## src/la_commit_defines.svh

```systemverilog
`ifndef LA_COMMIT_DEFINES_SVH
`define LA_COMMIT_DEFINES_SVH

// datapath shape
`define ISSUE_WIDTH     2
`define PIPE_WIDTH      8
`define REG_ADDR_WIDTH  5
`define CSR_ADDR_WIDTH  14

// exception csr addresses
`define CSR_CRMD    14'h0
`define CSR_PRMD    14'h1
`define CSR_ECFG    14'h4
`define CSR_ESTAT   14'h5
`define CSR_ERA     14'h6
`define CSR_BADV    14'h7
`define CSR_EENTRY  14'hc

// estat ecode values
`define ECODE_INT   6'h0
`define ECODE_ADE   6'h8
`define ECODE_ALE   6'h9
`define ECODE_SYS   6'hb
`define ECODE_BRK   6'hc
`define ECODE_INE   6'hd
`define ECODE_IPE   6'he

`endif

```

## src/la_commit_pkg.sv

```systemverilog
`default_nettype none

`include "la_commit_defines.svh"

package la_commit_pkg;

    typedef enum logic [3:0] {
        NOP, INT, ADEF, ADEM, ALE, SYS, BRK, INE, IPE
    } exc_cause_e;

    typedef enum logic [1:0] {
        NORMAL, ERTN, IDLE
    } aluop_e;

    typedef struct packed {
        logic                           reg_write_en;
        logic [`REG_ADDR_WIDTH-1:0]     reg_write_addr;
        logic [31:0]                    reg_write_data;
        logic                           csr_write_en;
        logic [`CSR_ADDR_WIDTH-1:0]     csr_write_addr;
        logic [31:0]                    csr_write_data;
    } mem_wb_t;

    // one is_exception bit per stage that can raise
    typedef struct packed {
        logic                   valid;
        logic [31:0]            pc;
        logic [31:0]            mem_addr;
        aluop_e                 aluop;
        logic                   is_privilege;
        logic [5:0]             is_exception;
        exc_cause_e [5:0]       exception_cause;
    } commit_ctrl_t;

    typedef struct packed {
        logic pause_if;
        logic pause_icache;
        logic pause_buffer;
        logic pause_decoder;
        logic pause_dispatch;
        logic pause_execute;
        logic pause_mem;
    } pause_t;

    typedef struct packed {
        logic [27:0]    rsvd;
        logic           da;
        logic           ie;
        logic [1:0]     plv;
    } crmd_fields_t;

    typedef union packed {
        logic [31:0]    raw;
        crmd_fields_t   f;
    } crmd_u;

    typedef struct packed {
        crmd_u          crmd;
        logic [31:0]    era;
        logic [31:0]    eentry;
        logic           is_interrupt;
    } csr_state_t;

    typedef struct packed {
        logic                           exception;
        logic                           ertn;
        logic [31:0]                    exception_pc;
        logic                           badv_valid;
        logic [31:0]                    badv;
        logic [5:0]                     ecode;
        logic [8:0]                     esubcode;
        logic                           csr_write_en;
        logic [`CSR_ADDR_WIDTH-1:0]     csr_write_addr;
        logic [31:0]                    csr_write_data;
    } excp_event_t;

    typedef struct packed {
        logic                           psel;
        logic                           penable;
        logic                           pwrite;
        logic [`CSR_ADDR_WIDTH-1:0]     paddr;
        logic [31:0]                    pwdata;
    } apb_req_t;

    typedef struct packed {
        logic           pready;
        logic [31:0]    prdata;
        logic           pslverr;
    } apb_rsp_t;

endpackage

`default_nettype wire

```

## src/excp_encoder.sv

```systemverilog
`timescale 1ns/1ps
`default_nettype none

`include "la_commit_defines.svh"

module excp_encoder
    import la_commit_pkg::*;
(
    input  commit_ctrl_t                commit_i [`ISSUE_WIDTH],
    input  logic                        int_i,
    input  logic [1:0]                  plv_i,
    output logic [`ISSUE_WIDTH-1:0]     excp_o,
    output exc_cause_e                  cause_o,
    output logic [5:0]                  ecode_o,
    output logic [8:0]                  esubcode_o
);
    exc_cause_e slot_cause [`ISSUE_WIDTH];

    // interrupts are only taken on a valid slot 0
    assign excp_o[0] = commit_i[0].valid && (commit_i[0].is_exception != 6'b0 || int_i);
    assign excp_o[1] = commit_i[1].valid && commit_i[1].is_exception != 6'b0;

    always_comb begin
        for (int i = 0; i < `ISSUE_WIDTH; i++) begin
            slot_cause[i] = NOP;
            // later stages overwrite earlier ones
            for (int s = 0; s < 6; s++) begin
                if (commit_i[i].is_exception[s]) begin
                    if (s == 2 && commit_i[i].is_privilege && plv_i != 2'b00) begin
                        slot_cause[i] = IPE;
                    end else begin
                        slot_cause[i] = commit_i[i].exception_cause[s];
                    end
                end
            end
            if (i == 0 && int_i) begin
                slot_cause[i] = INT;
            end
            if (!excp_o[i]) begin
                slot_cause[i] = NOP;
            end
        end
    end

    assign cause_o = excp_o[0] ? slot_cause[0] : slot_cause[1];

    always_comb begin
        esubcode_o = 9'd0;
        case (cause_o)
            ADEF:    ecode_o = `ECODE_ADE;
            ADEM: begin
                ecode_o    = `ECODE_ADE;
                esubcode_o = 9'd1;
            end
            ALE:     ecode_o = `ECODE_ALE;
            SYS:     ecode_o = `ECODE_SYS;
            BRK:     ecode_o = `ECODE_BRK;
            INE:     ecode_o = `ECODE_INE;
            IPE:     ecode_o = `ECODE_IPE;
            default: ecode_o = `ECODE_INT;
        endcase
    end
endmodule

`default_nettype wire

```

## src/commit_ctrl.sv

```systemverilog
`timescale 1ns/1ps
`default_nettype none

`include "la_commit_defines.svh"

module commit_ctrl
    import la_commit_pkg::*;
(
    input  pause_t                                          pause_req_i,
    input  logic                                            branch_flush_i,
    input  logic [31:0]                                     branch_target_i,
    input  mem_wb_t                                         wb_i [`ISSUE_WIDTH],
    input  commit_ctrl_t                                    commit_i [`ISSUE_WIDTH],
    input  csr_state_t                                      csr_i,
    output excp_event_t                                     excp_o,
    output logic [`PIPE_WIDTH-1:0]                          flush_o,
    output logic [`PIPE_WIDTH-1:0]                          pause_o,
    output logic [31:0]                                     new_pc_o,
    output logic [`ISSUE_WIDTH-1:0]                         rf_we_o,
    output logic [`ISSUE_WIDTH-1:0][`REG_ADDR_WIDTH-1:0]    rf_waddr_o,
    output logic [`ISSUE_WIDTH-1:0][31:0]                   rf_wdata_o
);
    logic [`ISSUE_WIDTH-1:0]    slot_excp;
    exc_cause_e                 cause;
    logic [5:0]                 ecode;
    logic [8:0]                 esubcode;
    logic                       any_excp;
    logic                       is_ertn;
    logic                       redirect;
    logic                       pause_idle;
    logic                       xslot;

    excp_encoder u_excp (
        .commit_i   (commit_i),
        .int_i      (csr_i.is_interrupt),
        .plv_i      (csr_i.crmd.f.plv),
        .excp_o     (slot_excp),
        .cause_o    (cause),
        .ecode_o    (ecode),
        .esubcode_o (esubcode)
    );

    assign any_excp = |slot_excp;
    assign is_ertn  = commit_i[0].valid && commit_i[0].is_exception == 6'b0 &&
                      commit_i[0].aluop == ERTN && !slot_excp[0];
    assign redirect = any_excp || is_ertn;
    // slot that supplies pc and badv
    assign xslot    = !slot_excp[0];

    // bit 0 pc, 1 icache, 2 instbuffer, 3 id, 4 dispatch, 5 ex, 6 mem, 7 wb
    assign flush_o = {branch_flush_i, {4{redirect || branch_flush_i}}, {2{redirect}}, 1'b0};

    assign new_pc_o = branch_flush_i ? branch_target_i : (is_ertn ? csr_i.era : csr_i.eentry);

    assign pause_idle = commit_i[0].valid && commit_i[0].aluop == IDLE && !csr_i.is_interrupt;

    always_comb begin
        if (pause_req_i.pause_if) begin
            pause_o = 8'hff;
        end else if (pause_req_i.pause_icache) begin
            pause_o = 8'h7f;
        end else if (pause_req_i.pause_buffer) begin
            pause_o = 8'h3f;
        end else if (pause_req_i.pause_decoder) begin
            pause_o = 8'h1f;
        end else if (pause_req_i.pause_dispatch) begin
            pause_o = 8'h0f;
        end else if (pause_req_i.pause_execute) begin
            pause_o = 8'h07;
        end else if (pause_req_i.pause_mem || pause_idle) begin
            pause_o = 8'h03;
        end else begin
            pause_o = 8'h00;
        end
    end

    assign rf_we_o[0] = wb_i[0].reg_write_en && !slot_excp[0] && !pause_o[0];
    assign rf_we_o[1] = wb_i[1].reg_write_en && !any_excp && !pause_o[0];

    for (genvar i = 0; i < `ISSUE_WIDTH; i++) begin : g_rf
        assign rf_waddr_o[i] = wb_i[i].reg_write_addr;
        assign rf_wdata_o[i] = wb_i[i].reg_write_data;
    end

    always_comb begin
        excp_o.exception      = any_excp;
        excp_o.ertn           = is_ertn;
        excp_o.exception_pc   = commit_i[xslot].pc;
        excp_o.badv_valid     = any_excp && (cause == ADEF || cause == ADEM || cause == ALE);
        // fetch faults report the pc itself
        excp_o.badv           = cause == ADEF ? commit_i[xslot].pc : commit_i[xslot].mem_addr;
        excp_o.ecode          = ecode;
        excp_o.esubcode       = esubcode;
        excp_o.csr_write_en   = wb_i[0].csr_write_en && !slot_excp[0] && !pause_o[0];
        excp_o.csr_write_addr = wb_i[0].csr_write_addr;
        excp_o.csr_write_data = wb_i[0].csr_write_data;
    end
endmodule

`default_nettype wire

```

## src/csr_file.sv

```systemverilog
`timescale 1ns/1ps
`default_nettype none

`include "la_commit_defines.svh"

module csr_file
    import la_commit_pkg::*;
(
    input  logic        clk,
    input  logic        arst_n_i,
    input  excp_event_t excp_i,
    input  logic [7:0]  hw_int_i,
    input  apb_req_t    apb_i,
    output apb_rsp_t    apb_o,
    output csr_state_t  csr_o
);
    crmd_u                          crmd;
    logic [2:0]                     prmd;
    logic [9:0]                     ecfg_lie;
    logic [1:0]                     estat_sw;
    logic [5:0]                     estat_ecode;
    logic [8:0]                     estat_esub;
    logic [31:0]                    era;
    logic [31:0]                    badv;
    logic [31:0]                    eentry;
    logic [9:0]                     estat_is;
    logic                           commit_busy;
    logic                           apb_access;
    logic                           apb_ready;
    logic                           addr_hit;
    logic [31:0]                    rdata;
    logic                           wr_en;
    logic [`CSR_ADDR_WIDTH-1:0]     wr_addr;
    logic [31:0]                    wr_data;

    assign estat_is = {hw_int_i, estat_sw};

    // commit path owns the write port whenever it has something to do
    assign commit_busy = excp_i.exception || excp_i.ertn || excp_i.csr_write_en;
    assign apb_access  = apb_i.psel && apb_i.penable;
    assign apb_ready   = apb_access && !commit_busy;

    assign wr_en   = excp_i.csr_write_en || (apb_ready && apb_i.pwrite && addr_hit);
    assign wr_addr = excp_i.csr_write_en ? excp_i.csr_write_addr : apb_i.paddr;
    assign wr_data = excp_i.csr_write_en ? excp_i.csr_write_data : apb_i.pwdata;

    always_comb begin
        addr_hit = 1'b1;
        case (apb_i.paddr)
            `CSR_CRMD:   rdata = crmd.raw;
            `CSR_PRMD:   rdata = {29'b0, prmd};
            `CSR_ECFG:   rdata = {22'b0, ecfg_lie};
            `CSR_ESTAT:  rdata = {1'b0, estat_esub, estat_ecode, 6'b0, estat_is};
            `CSR_ERA:    rdata = era;
            `CSR_BADV:   rdata = badv;
            `CSR_EENTRY: rdata = eentry;
            default: begin
                rdata    = 32'b0;
                addr_hit = 1'b0;
            end
        endcase
    end

    assign apb_o = '{pready: apb_ready, prdata: rdata, pslverr: apb_ready && !addr_hit};

    always_ff @(posedge clk or negedge arst_n_i) begin
        if (!arst_n_i) begin
            crmd.raw    <= 32'b0;
            prmd        <= 3'b0;
            ecfg_lie    <= 10'b0;
            estat_sw    <= 2'b0;
            estat_ecode <= 6'b0;
            estat_esub  <= 9'b0;
            era         <= 32'b0;
            badv        <= 32'b0;
            eentry      <= 32'b0;
        end else if (excp_i.exception) begin
            prmd          <= {crmd.f.ie, crmd.f.plv};
            crmd.f.plv    <= 2'b00;
            crmd.f.ie     <= 1'b0;
            era           <= excp_i.exception_pc;
            estat_ecode   <= excp_i.ecode;
            estat_esub    <= excp_i.esubcode;
            if (excp_i.badv_valid) begin
                badv <= excp_i.badv;
            end
        end else if (excp_i.ertn) begin
            crmd.f.plv <= prmd[1:0];
            crmd.f.ie  <= prmd[2];
        end else if (wr_en) begin
            case (wr_addr)
                `CSR_CRMD:   crmd.raw <= {28'b0, wr_data[3:0]};
                `CSR_PRMD:   prmd     <= wr_data[2:0];
                `CSR_ECFG:   ecfg_lie <= wr_data[9:0];
                // only the software interrupt bits are writable
                `CSR_ESTAT:  estat_sw <= wr_data[1:0];
                `CSR_ERA:    era      <= wr_data;
                `CSR_BADV:   badv     <= wr_data;
                `CSR_EENTRY: eentry   <= wr_data;
                default: ;
            endcase
        end
    end

    assign csr_o = '{
        crmd:         crmd,
        era:          era,
        eentry:       eentry,
        is_interrupt: crmd.f.ie && (ecfg_lie & estat_is) != 10'b0
    };

    a_excp_ertn_excl: assert property (@(posedge clk) disable iff (!arst_n_i)
        !(excp_i.exception && excp_i.ertn))
        else $error("exception and ertn in the same cycle");

    // a stalled access keeps its request until pready
    a_apb_hold: assert property (@(posedge clk) disable iff (!arst_n_i)
        apb_access && !apb_ready |=>
            apb_access && $stable(apb_i.paddr) && $stable(apb_i.pwrite))
        else $error("APB request dropped or changed while stalled");
endmodule

`default_nettype wire

```

## src/reg_file.sv

```systemverilog
`timescale 1ns/1ps
`default_nettype none

`include "la_commit_defines.svh"

module reg_file (
    input  logic                                            clk,
    input  logic                                            arst_n_i,
    input  logic [`ISSUE_WIDTH-1:0]                         we_i,
    input  logic [`ISSUE_WIDTH-1:0][`REG_ADDR_WIDTH-1:0]    waddr_i,
    input  logic [`ISSUE_WIDTH-1:0][31:0]                   wdata_i,
    input  logic [`ISSUE_WIDTH-1:0][`REG_ADDR_WIDTH-1:0]    raddr_i,
    output logic [`ISSUE_WIDTH-1:0][31:0]                   rdata_o
);
    logic [31:0] regs [32];

    // slot 1 is applied last so it wins on a shared address
    always_ff @(posedge clk or negedge arst_n_i) begin
        if (!arst_n_i) begin
            for (int r = 0; r < 32; r++) begin
                regs[r] <= 32'b0;
            end
        end else begin
            for (int s = 0; s < `ISSUE_WIDTH; s++) begin
                if (we_i[s] && waddr_i[s] != '0) begin
                    regs[waddr_i[s]] <= wdata_i[s];
                end
            end
        end
    end

    for (genvar i = 0; i < `ISSUE_WIDTH; i++) begin : g_rd
        assign rdata_o[i] = raddr_i[i] == '0 ? 32'b0 : regs[raddr_i[i]];
    end
endmodule

`default_nettype wire

```

## src/la_commit_top.sv

```systemverilog
`timescale 1ns/1ps
`default_nettype none

`include "la_commit_defines.svh"

module la_commit_top
    import la_commit_pkg::*;
(
    input  logic                                            clk,
    input  logic                                            arst_n_i,
    input  pause_t                                          pause_req_i,
    input  logic                                            branch_flush_i,
    input  logic [31:0]                                     branch_target_i,
    input  mem_wb_t                                         wb_i [`ISSUE_WIDTH],
    input  commit_ctrl_t                                    commit_i [`ISSUE_WIDTH],
    input  logic [7:0]                                      hw_int_i,
    input  apb_req_t                                        apb_i,
    output apb_rsp_t                                        apb_o,
    input  logic [`ISSUE_WIDTH-1:0][`REG_ADDR_WIDTH-1:0]    rf_raddr_i,
    output logic [`ISSUE_WIDTH-1:0][31:0]                   rf_rdata_o,
    output logic [`PIPE_WIDTH-1:0]                          flush_o,
    output logic [`PIPE_WIDTH-1:0]                          pause_o,
    output logic [31:0]                                     new_pc_o,
    output logic                                            is_interrupt_o
);
    excp_event_t                                    excp;
    csr_state_t                                     csr_state;
    logic [`ISSUE_WIDTH-1:0]                        rf_we;
    logic [`ISSUE_WIDTH-1:0][`REG_ADDR_WIDTH-1:0]   rf_waddr;
    logic [`ISSUE_WIDTH-1:0][31:0]                  rf_wdata;

    assign is_interrupt_o = csr_state.is_interrupt;

    commit_ctrl u_commit (
        .pause_req_i     (pause_req_i),
        .branch_flush_i  (branch_flush_i),
        .branch_target_i (branch_target_i),
        .wb_i            (wb_i),
        .commit_i        (commit_i),
        .csr_i           (csr_state),
        .excp_o          (excp),
        .flush_o         (flush_o),
        .pause_o         (pause_o),
        .new_pc_o        (new_pc_o),
        .rf_we_o         (rf_we),
        .rf_waddr_o      (rf_waddr),
        .rf_wdata_o      (rf_wdata)
    );

    csr_file u_csr (
        .clk      (clk),
        .arst_n_i (arst_n_i),
        .excp_i   (excp),
        .hw_int_i (hw_int_i),
        .apb_i    (apb_i),
        .apb_o    (apb_o),
        .csr_o    (csr_state)
    );

    reg_file u_rf (
        .clk      (clk),
        .arst_n_i (arst_n_i),
        .we_i     (rf_we),
        .waddr_i  (rf_waddr),
        .wdata_i  (rf_wdata),
        .raddr_i  (rf_raddr_i),
        .rdata_o  (rf_rdata_o)
    );
endmodule

`default_nettype wire

```

## config.mk

```make
export PLATFORM = sky130hd
export DESIGN_NAME = la_commit_top
export DESIGN_NICKNAME = d
export VERILOG_FILES = /design/src/la_commit_pkg.sv /design/src/excp_encoder.sv /design/src/commit_ctrl.sv /design/src/csr_file.sv /design/src/reg_file.sv /design/src/la_commit_top.sv
export VERILOG_INCLUDE_DIRS = /design/src
export SDC_FILE = /design/constraint.sdc
export NUM_CORES = 2
export LEC_CHECK = 0
export BUFFER_PORTS_ARGS = -buffer_cell sky130_fd_sc_hd__buf_2
export CAP_MARGIN = 15
export CORE_ASPECT_RATIO = 0.9
export CORE_MARGIN = 10
export CORE_UTILIZATION = 50
export DETAILED_ROUTE_END_ITERATION = 16
export GPL_ROUTABILITY_DRIVEN = 0
export PLACE_DENSITY = 0.69
export SYNTH_ARGS = -nofsm -noshare
export SYNTH_HDL_FRONTEND = slang
export SYNTH_SLANG_ARGS = --single-unit
```

## constraint.sdc

```tcl
create_clock -name clk -period 8.7 [get_ports clk]
set_input_delay 0.435 -clock clk [delete_from_list [all_inputs] [get_ports clk]]
set_output_delay 0.435 -clock clk [all_outputs]
set_load 0.05 [all_outputs]
```

==> results.md <==
* EDFF count, synth at 0
* Status: finished clean
* #FFs+latches synth at between 1000 and 1500
* Post-route ant nets at 0
* Max-slew headroom at 18.2%
* Top FF cell, synth: dfrtp_1
* Synth warnings at 0
* Vias per cell at just under 7
* Area of the multi-input gates at 40700 sq um
* First-pass GRT wire length at 390000 um
* Final Slew Violations at 0
* Clock network power share at 45.8%
* Post-layout util at 55.6%
* Die Wd at approximately 420 um
* Core area at ~140000 sq um
* CP Launch Type: flop
* Via count at 58700
* Asr flop ratio synth at 100%
* Total CTS buffers at 130
* LEAKAGE at 40.0 nW
* Fillers at between 10000 and 15000
* GRT overflow at 0
* Combinational Power Share at under 10%
* Initial core utilization at approximately half
* Mapped Area at 72200 sq um
* Layout Nets at ~7000
* Routed len/inst at 30.6 um
* CTS Root Cell: clkbuf_16
* Post-Synthesis Cells at 6715
* Worst slew pin tran at 1.23 ns
* Max rail drop VDD at 188 uV
* Clock transition at path regs at 0.06 ns
* Full die area at 160000 sq um
* Post-Place Worst Slack at 3.33 ns
* Final hold vios at 0
* Fmax at 0.186 GHz
* Post-DP HPWL at 153000 um
* Worst setup EP type: flop
* Clock Skew at around 0.033 ns
* Clk Latency, worst-skew pair at 0.78 ns
* Post-route clock period utilization at 61.8%
* Worst hold stages at 3
* Crit path max fanout at 41
* DRT iter0 DRCs at 8381
* Final setup margin at 3.32 ns
* Gr usage total at ~33%
* Worst reg-to-reg path cell count at 9
* Io pins at roughly 620
* Flop pwr share at 44.8%
* Router iterations before antenna repair at 9
* Drt drc at 0
* Placed Cells at 8464
* Switching Share at about a quarter
* Internal Power at roughly 0.0091 W
* Post-cts gate resize count at 0
* Setup repair after global routing missed its margin: no
* Avg Synthesized Cell Area at 10.8 sq um
* Critical path type: reg2reg
* Worst hold path type: in2reg
* Input/output buffers at 571
* Clk buf depth at 3
* Antenna violations before repair at 38
* Syn Nets at 7190
* Die Ht at 381 um
* Power Density at ~150 nW/um^2
* Register Area at 28600 sq um
* Largest net degree at the start of global routing at 167
* P_sw at 0.00317 W
* Final setup vio count at 0
* Area Overhead vs Synth at 10.7%
* Cell variety after synth at between 80 and 90
* Period minus WS final at between 5 and 6 ns
* Share of cells above drive strength 1 at 23.8%
* Crit path DAT at approximately 6 ns
* Rows at 132
* CTS tree: built
* Total Wirelength at 267000 um
* H-Tree Depth at 4
* Vias in the first global route at 57300
* Clock Sinks at 1144
* Sequential fraction of the synthesis area at 39.6%
* Post-Layout Cell Count at between 8000 and 9000
* CP required at about 9.3 ns
* # Max-Cap Violations at 0
* Setup TNS at 0 ns
[cells in the final DEF, fill, tap and decap left out, drive strengths merged, types with 8 or more instances in the layout]
master	n
clkinv	21
nor4	9
nand2	922
a22oi	74
dfrtp	1144
nor3	14
nor2	490
nand3b	11
nand4	8
inv	34
buf	657
clkbuf	186
a222oi	30
bufinv	8
or3	14
mux4	640
mux2	43
nor2b	11
and2	37
mux2i	1130
diode	22
nand3	75
a21oi	267
o21ai	885
dlygate4sd3	19
[sequential cells by signal, summed over array words and instances, names as in the netlist]
| name | flops |
|---|---|
| u_csr.badv | 32 |
| u_csr.estat_sw | 2 |
| u_csr.estat_ecode | 4 |
| u_rf.regs | 1024 |
| u_csr.ecfg_lie | 10 |
| u_csr.prmd | 3 |
| u_csr.eentry | 32 |
| u_csr.era | 32 |
| u_csr.crmd | 4 |
| u_csr.estat_esub | 1 |
[cell usage after synthesis, types with 7 or more instances]
cell | n | area (sq um)
a21oi_1 | 267 | 1340
a222oi_1 | 30 | 300
a22oi_1 | 74 | 556
and2_1 | 36 | 225
buf_1 | 71 | 267
buf_2 | 53 | 265
buf_4 | 33 | 248
buf_6 | 7 | 78.8
clkbuf_1 | 602 | 2260
clkbuf_2 | 16 | 80.1
dfrtp_1 | 1144 | 28600
inv_1 | 27 | 101
mux2_2 | 40 | 450
mux2i_1 | 1130 | 11300
mux4_2 | 640 | 14400
nand2_1 | 922 | 3460
nand3_1 | 75 | 375
nand3b_1 | 11 | 82.6
nor2_1 | 482 | 1810
nor2_8 | 7 | 140
nor2b_1 | 11 | 68.8
nor3_1 | 12 | 60.1
nor4_1 | 7 | 43.8
o21ai_0 | 829 | 4150
o21ai_1 | 56 | 280
or3_1 | 12 | 75.1
[path summary, 6_finish.rpt]
kind / start / end / slack [ns]
worst min register to register: u_rf.regs[1005]$_DFF_PN0_ / u_rf.regs[1005]$_DFF_PN0_ / 0.39
max in group asynchronous: arst_n_i / u_rf.regs[821]$_DFF_PN0_ / 6.00
worst max register to register: u_csr.ecfg_lie[4]$_DFFE_PN0P_ / u_rf.regs[592]$_DFF_PN0_ / 3.32
worst max-delay path: u_csr.ecfg_lie[4]$_DFFE_PN0P_ / u_rf.regs[592]$_DFF_PN0_ / 3.32
worst min-delay path: commit_i[171] / u_csr.era[8]$_DFFE_PN0P_ / 0.04
min in group asynchronous: arst_n_i / u_rf.regs[1019]$_DFF_PN0_ / 0.28
[cell type report]
type | instances | area share [%]
Sequential cell | 1144 | 35.8
Antenna cell | 22 | 0.0689
Multi-Input combinational cell | 4761 | 50.9
Clock inverter | 39 | 0.612
Clock buffer | 186 | 4.71
Timing Repair Buffer | 676 | 4.85
Inverter | 27 | 0.127
Tap cell | 1876 | 2.94
[worst max-delay path: stages (launching register included)]
cell	delay, ns
dfrtp_1	0.40
a22oi_1	0.60
and3_1	0.44
a31o_2	0.20
buf_4	0.50
and4_1	0.42
nand3b_1	0.66
nor2_4	1.08
buf_4	0.66
o21ai_0	0.19
[per-stage QoR]
stage	hold WS [ns]	area, sq um	power, W
final	0.0367	79900	0.0122
after global routing	0.0452	79900	0.0126
after CTS	0.000990	79900	0.0123
after detailed placement	0.382	75400	0.00671
after global placement	0.376	75400	0.00669
after floorplan	0.139	72200	0.00625
[layer usage]
layer | global-route usage [%] | wire length, um
met1 | 41.9 | 98400
met3 | 8.89 | 31200
met5 | 0 | 111
met2 | 50.0 | 122000
met4 | 17.1 | 15300
[logic make-up (layout without fill, tap and decap cells)]
kind of cell           Yosys count  count (layout)  synth area share [%]
other                            1              23               0.00519
multiplexers                  1813            1813                  36.3
AO/OA/AOI/OAI                 1324            1324                  10.0
buffers and inverters          810             928                  4.59
flip-flops                    1144            1144                  39.6
AND/OR/NAND/NOR               1623            1623                  9.41
[what timing repair did]
item                                   CTS  global route
hold buffers                            19             0
setup buffers                            0             0
endpoints found under the hold margin  102             0
[power by group through the flow]
stage               logic [W]  clock network [W]  registers, W
floorplan            0.000692                  0       0.00556
global placement      0.00112                  0       0.00557
detailed placement    0.00113                  0       0.00558
CTS                   0.00114            0.00563       0.00548
global route          0.00122            0.00584       0.00549
finish                0.00115            0.00560       0.00549
Note: power is estimated with default switching activity, not from simulation.
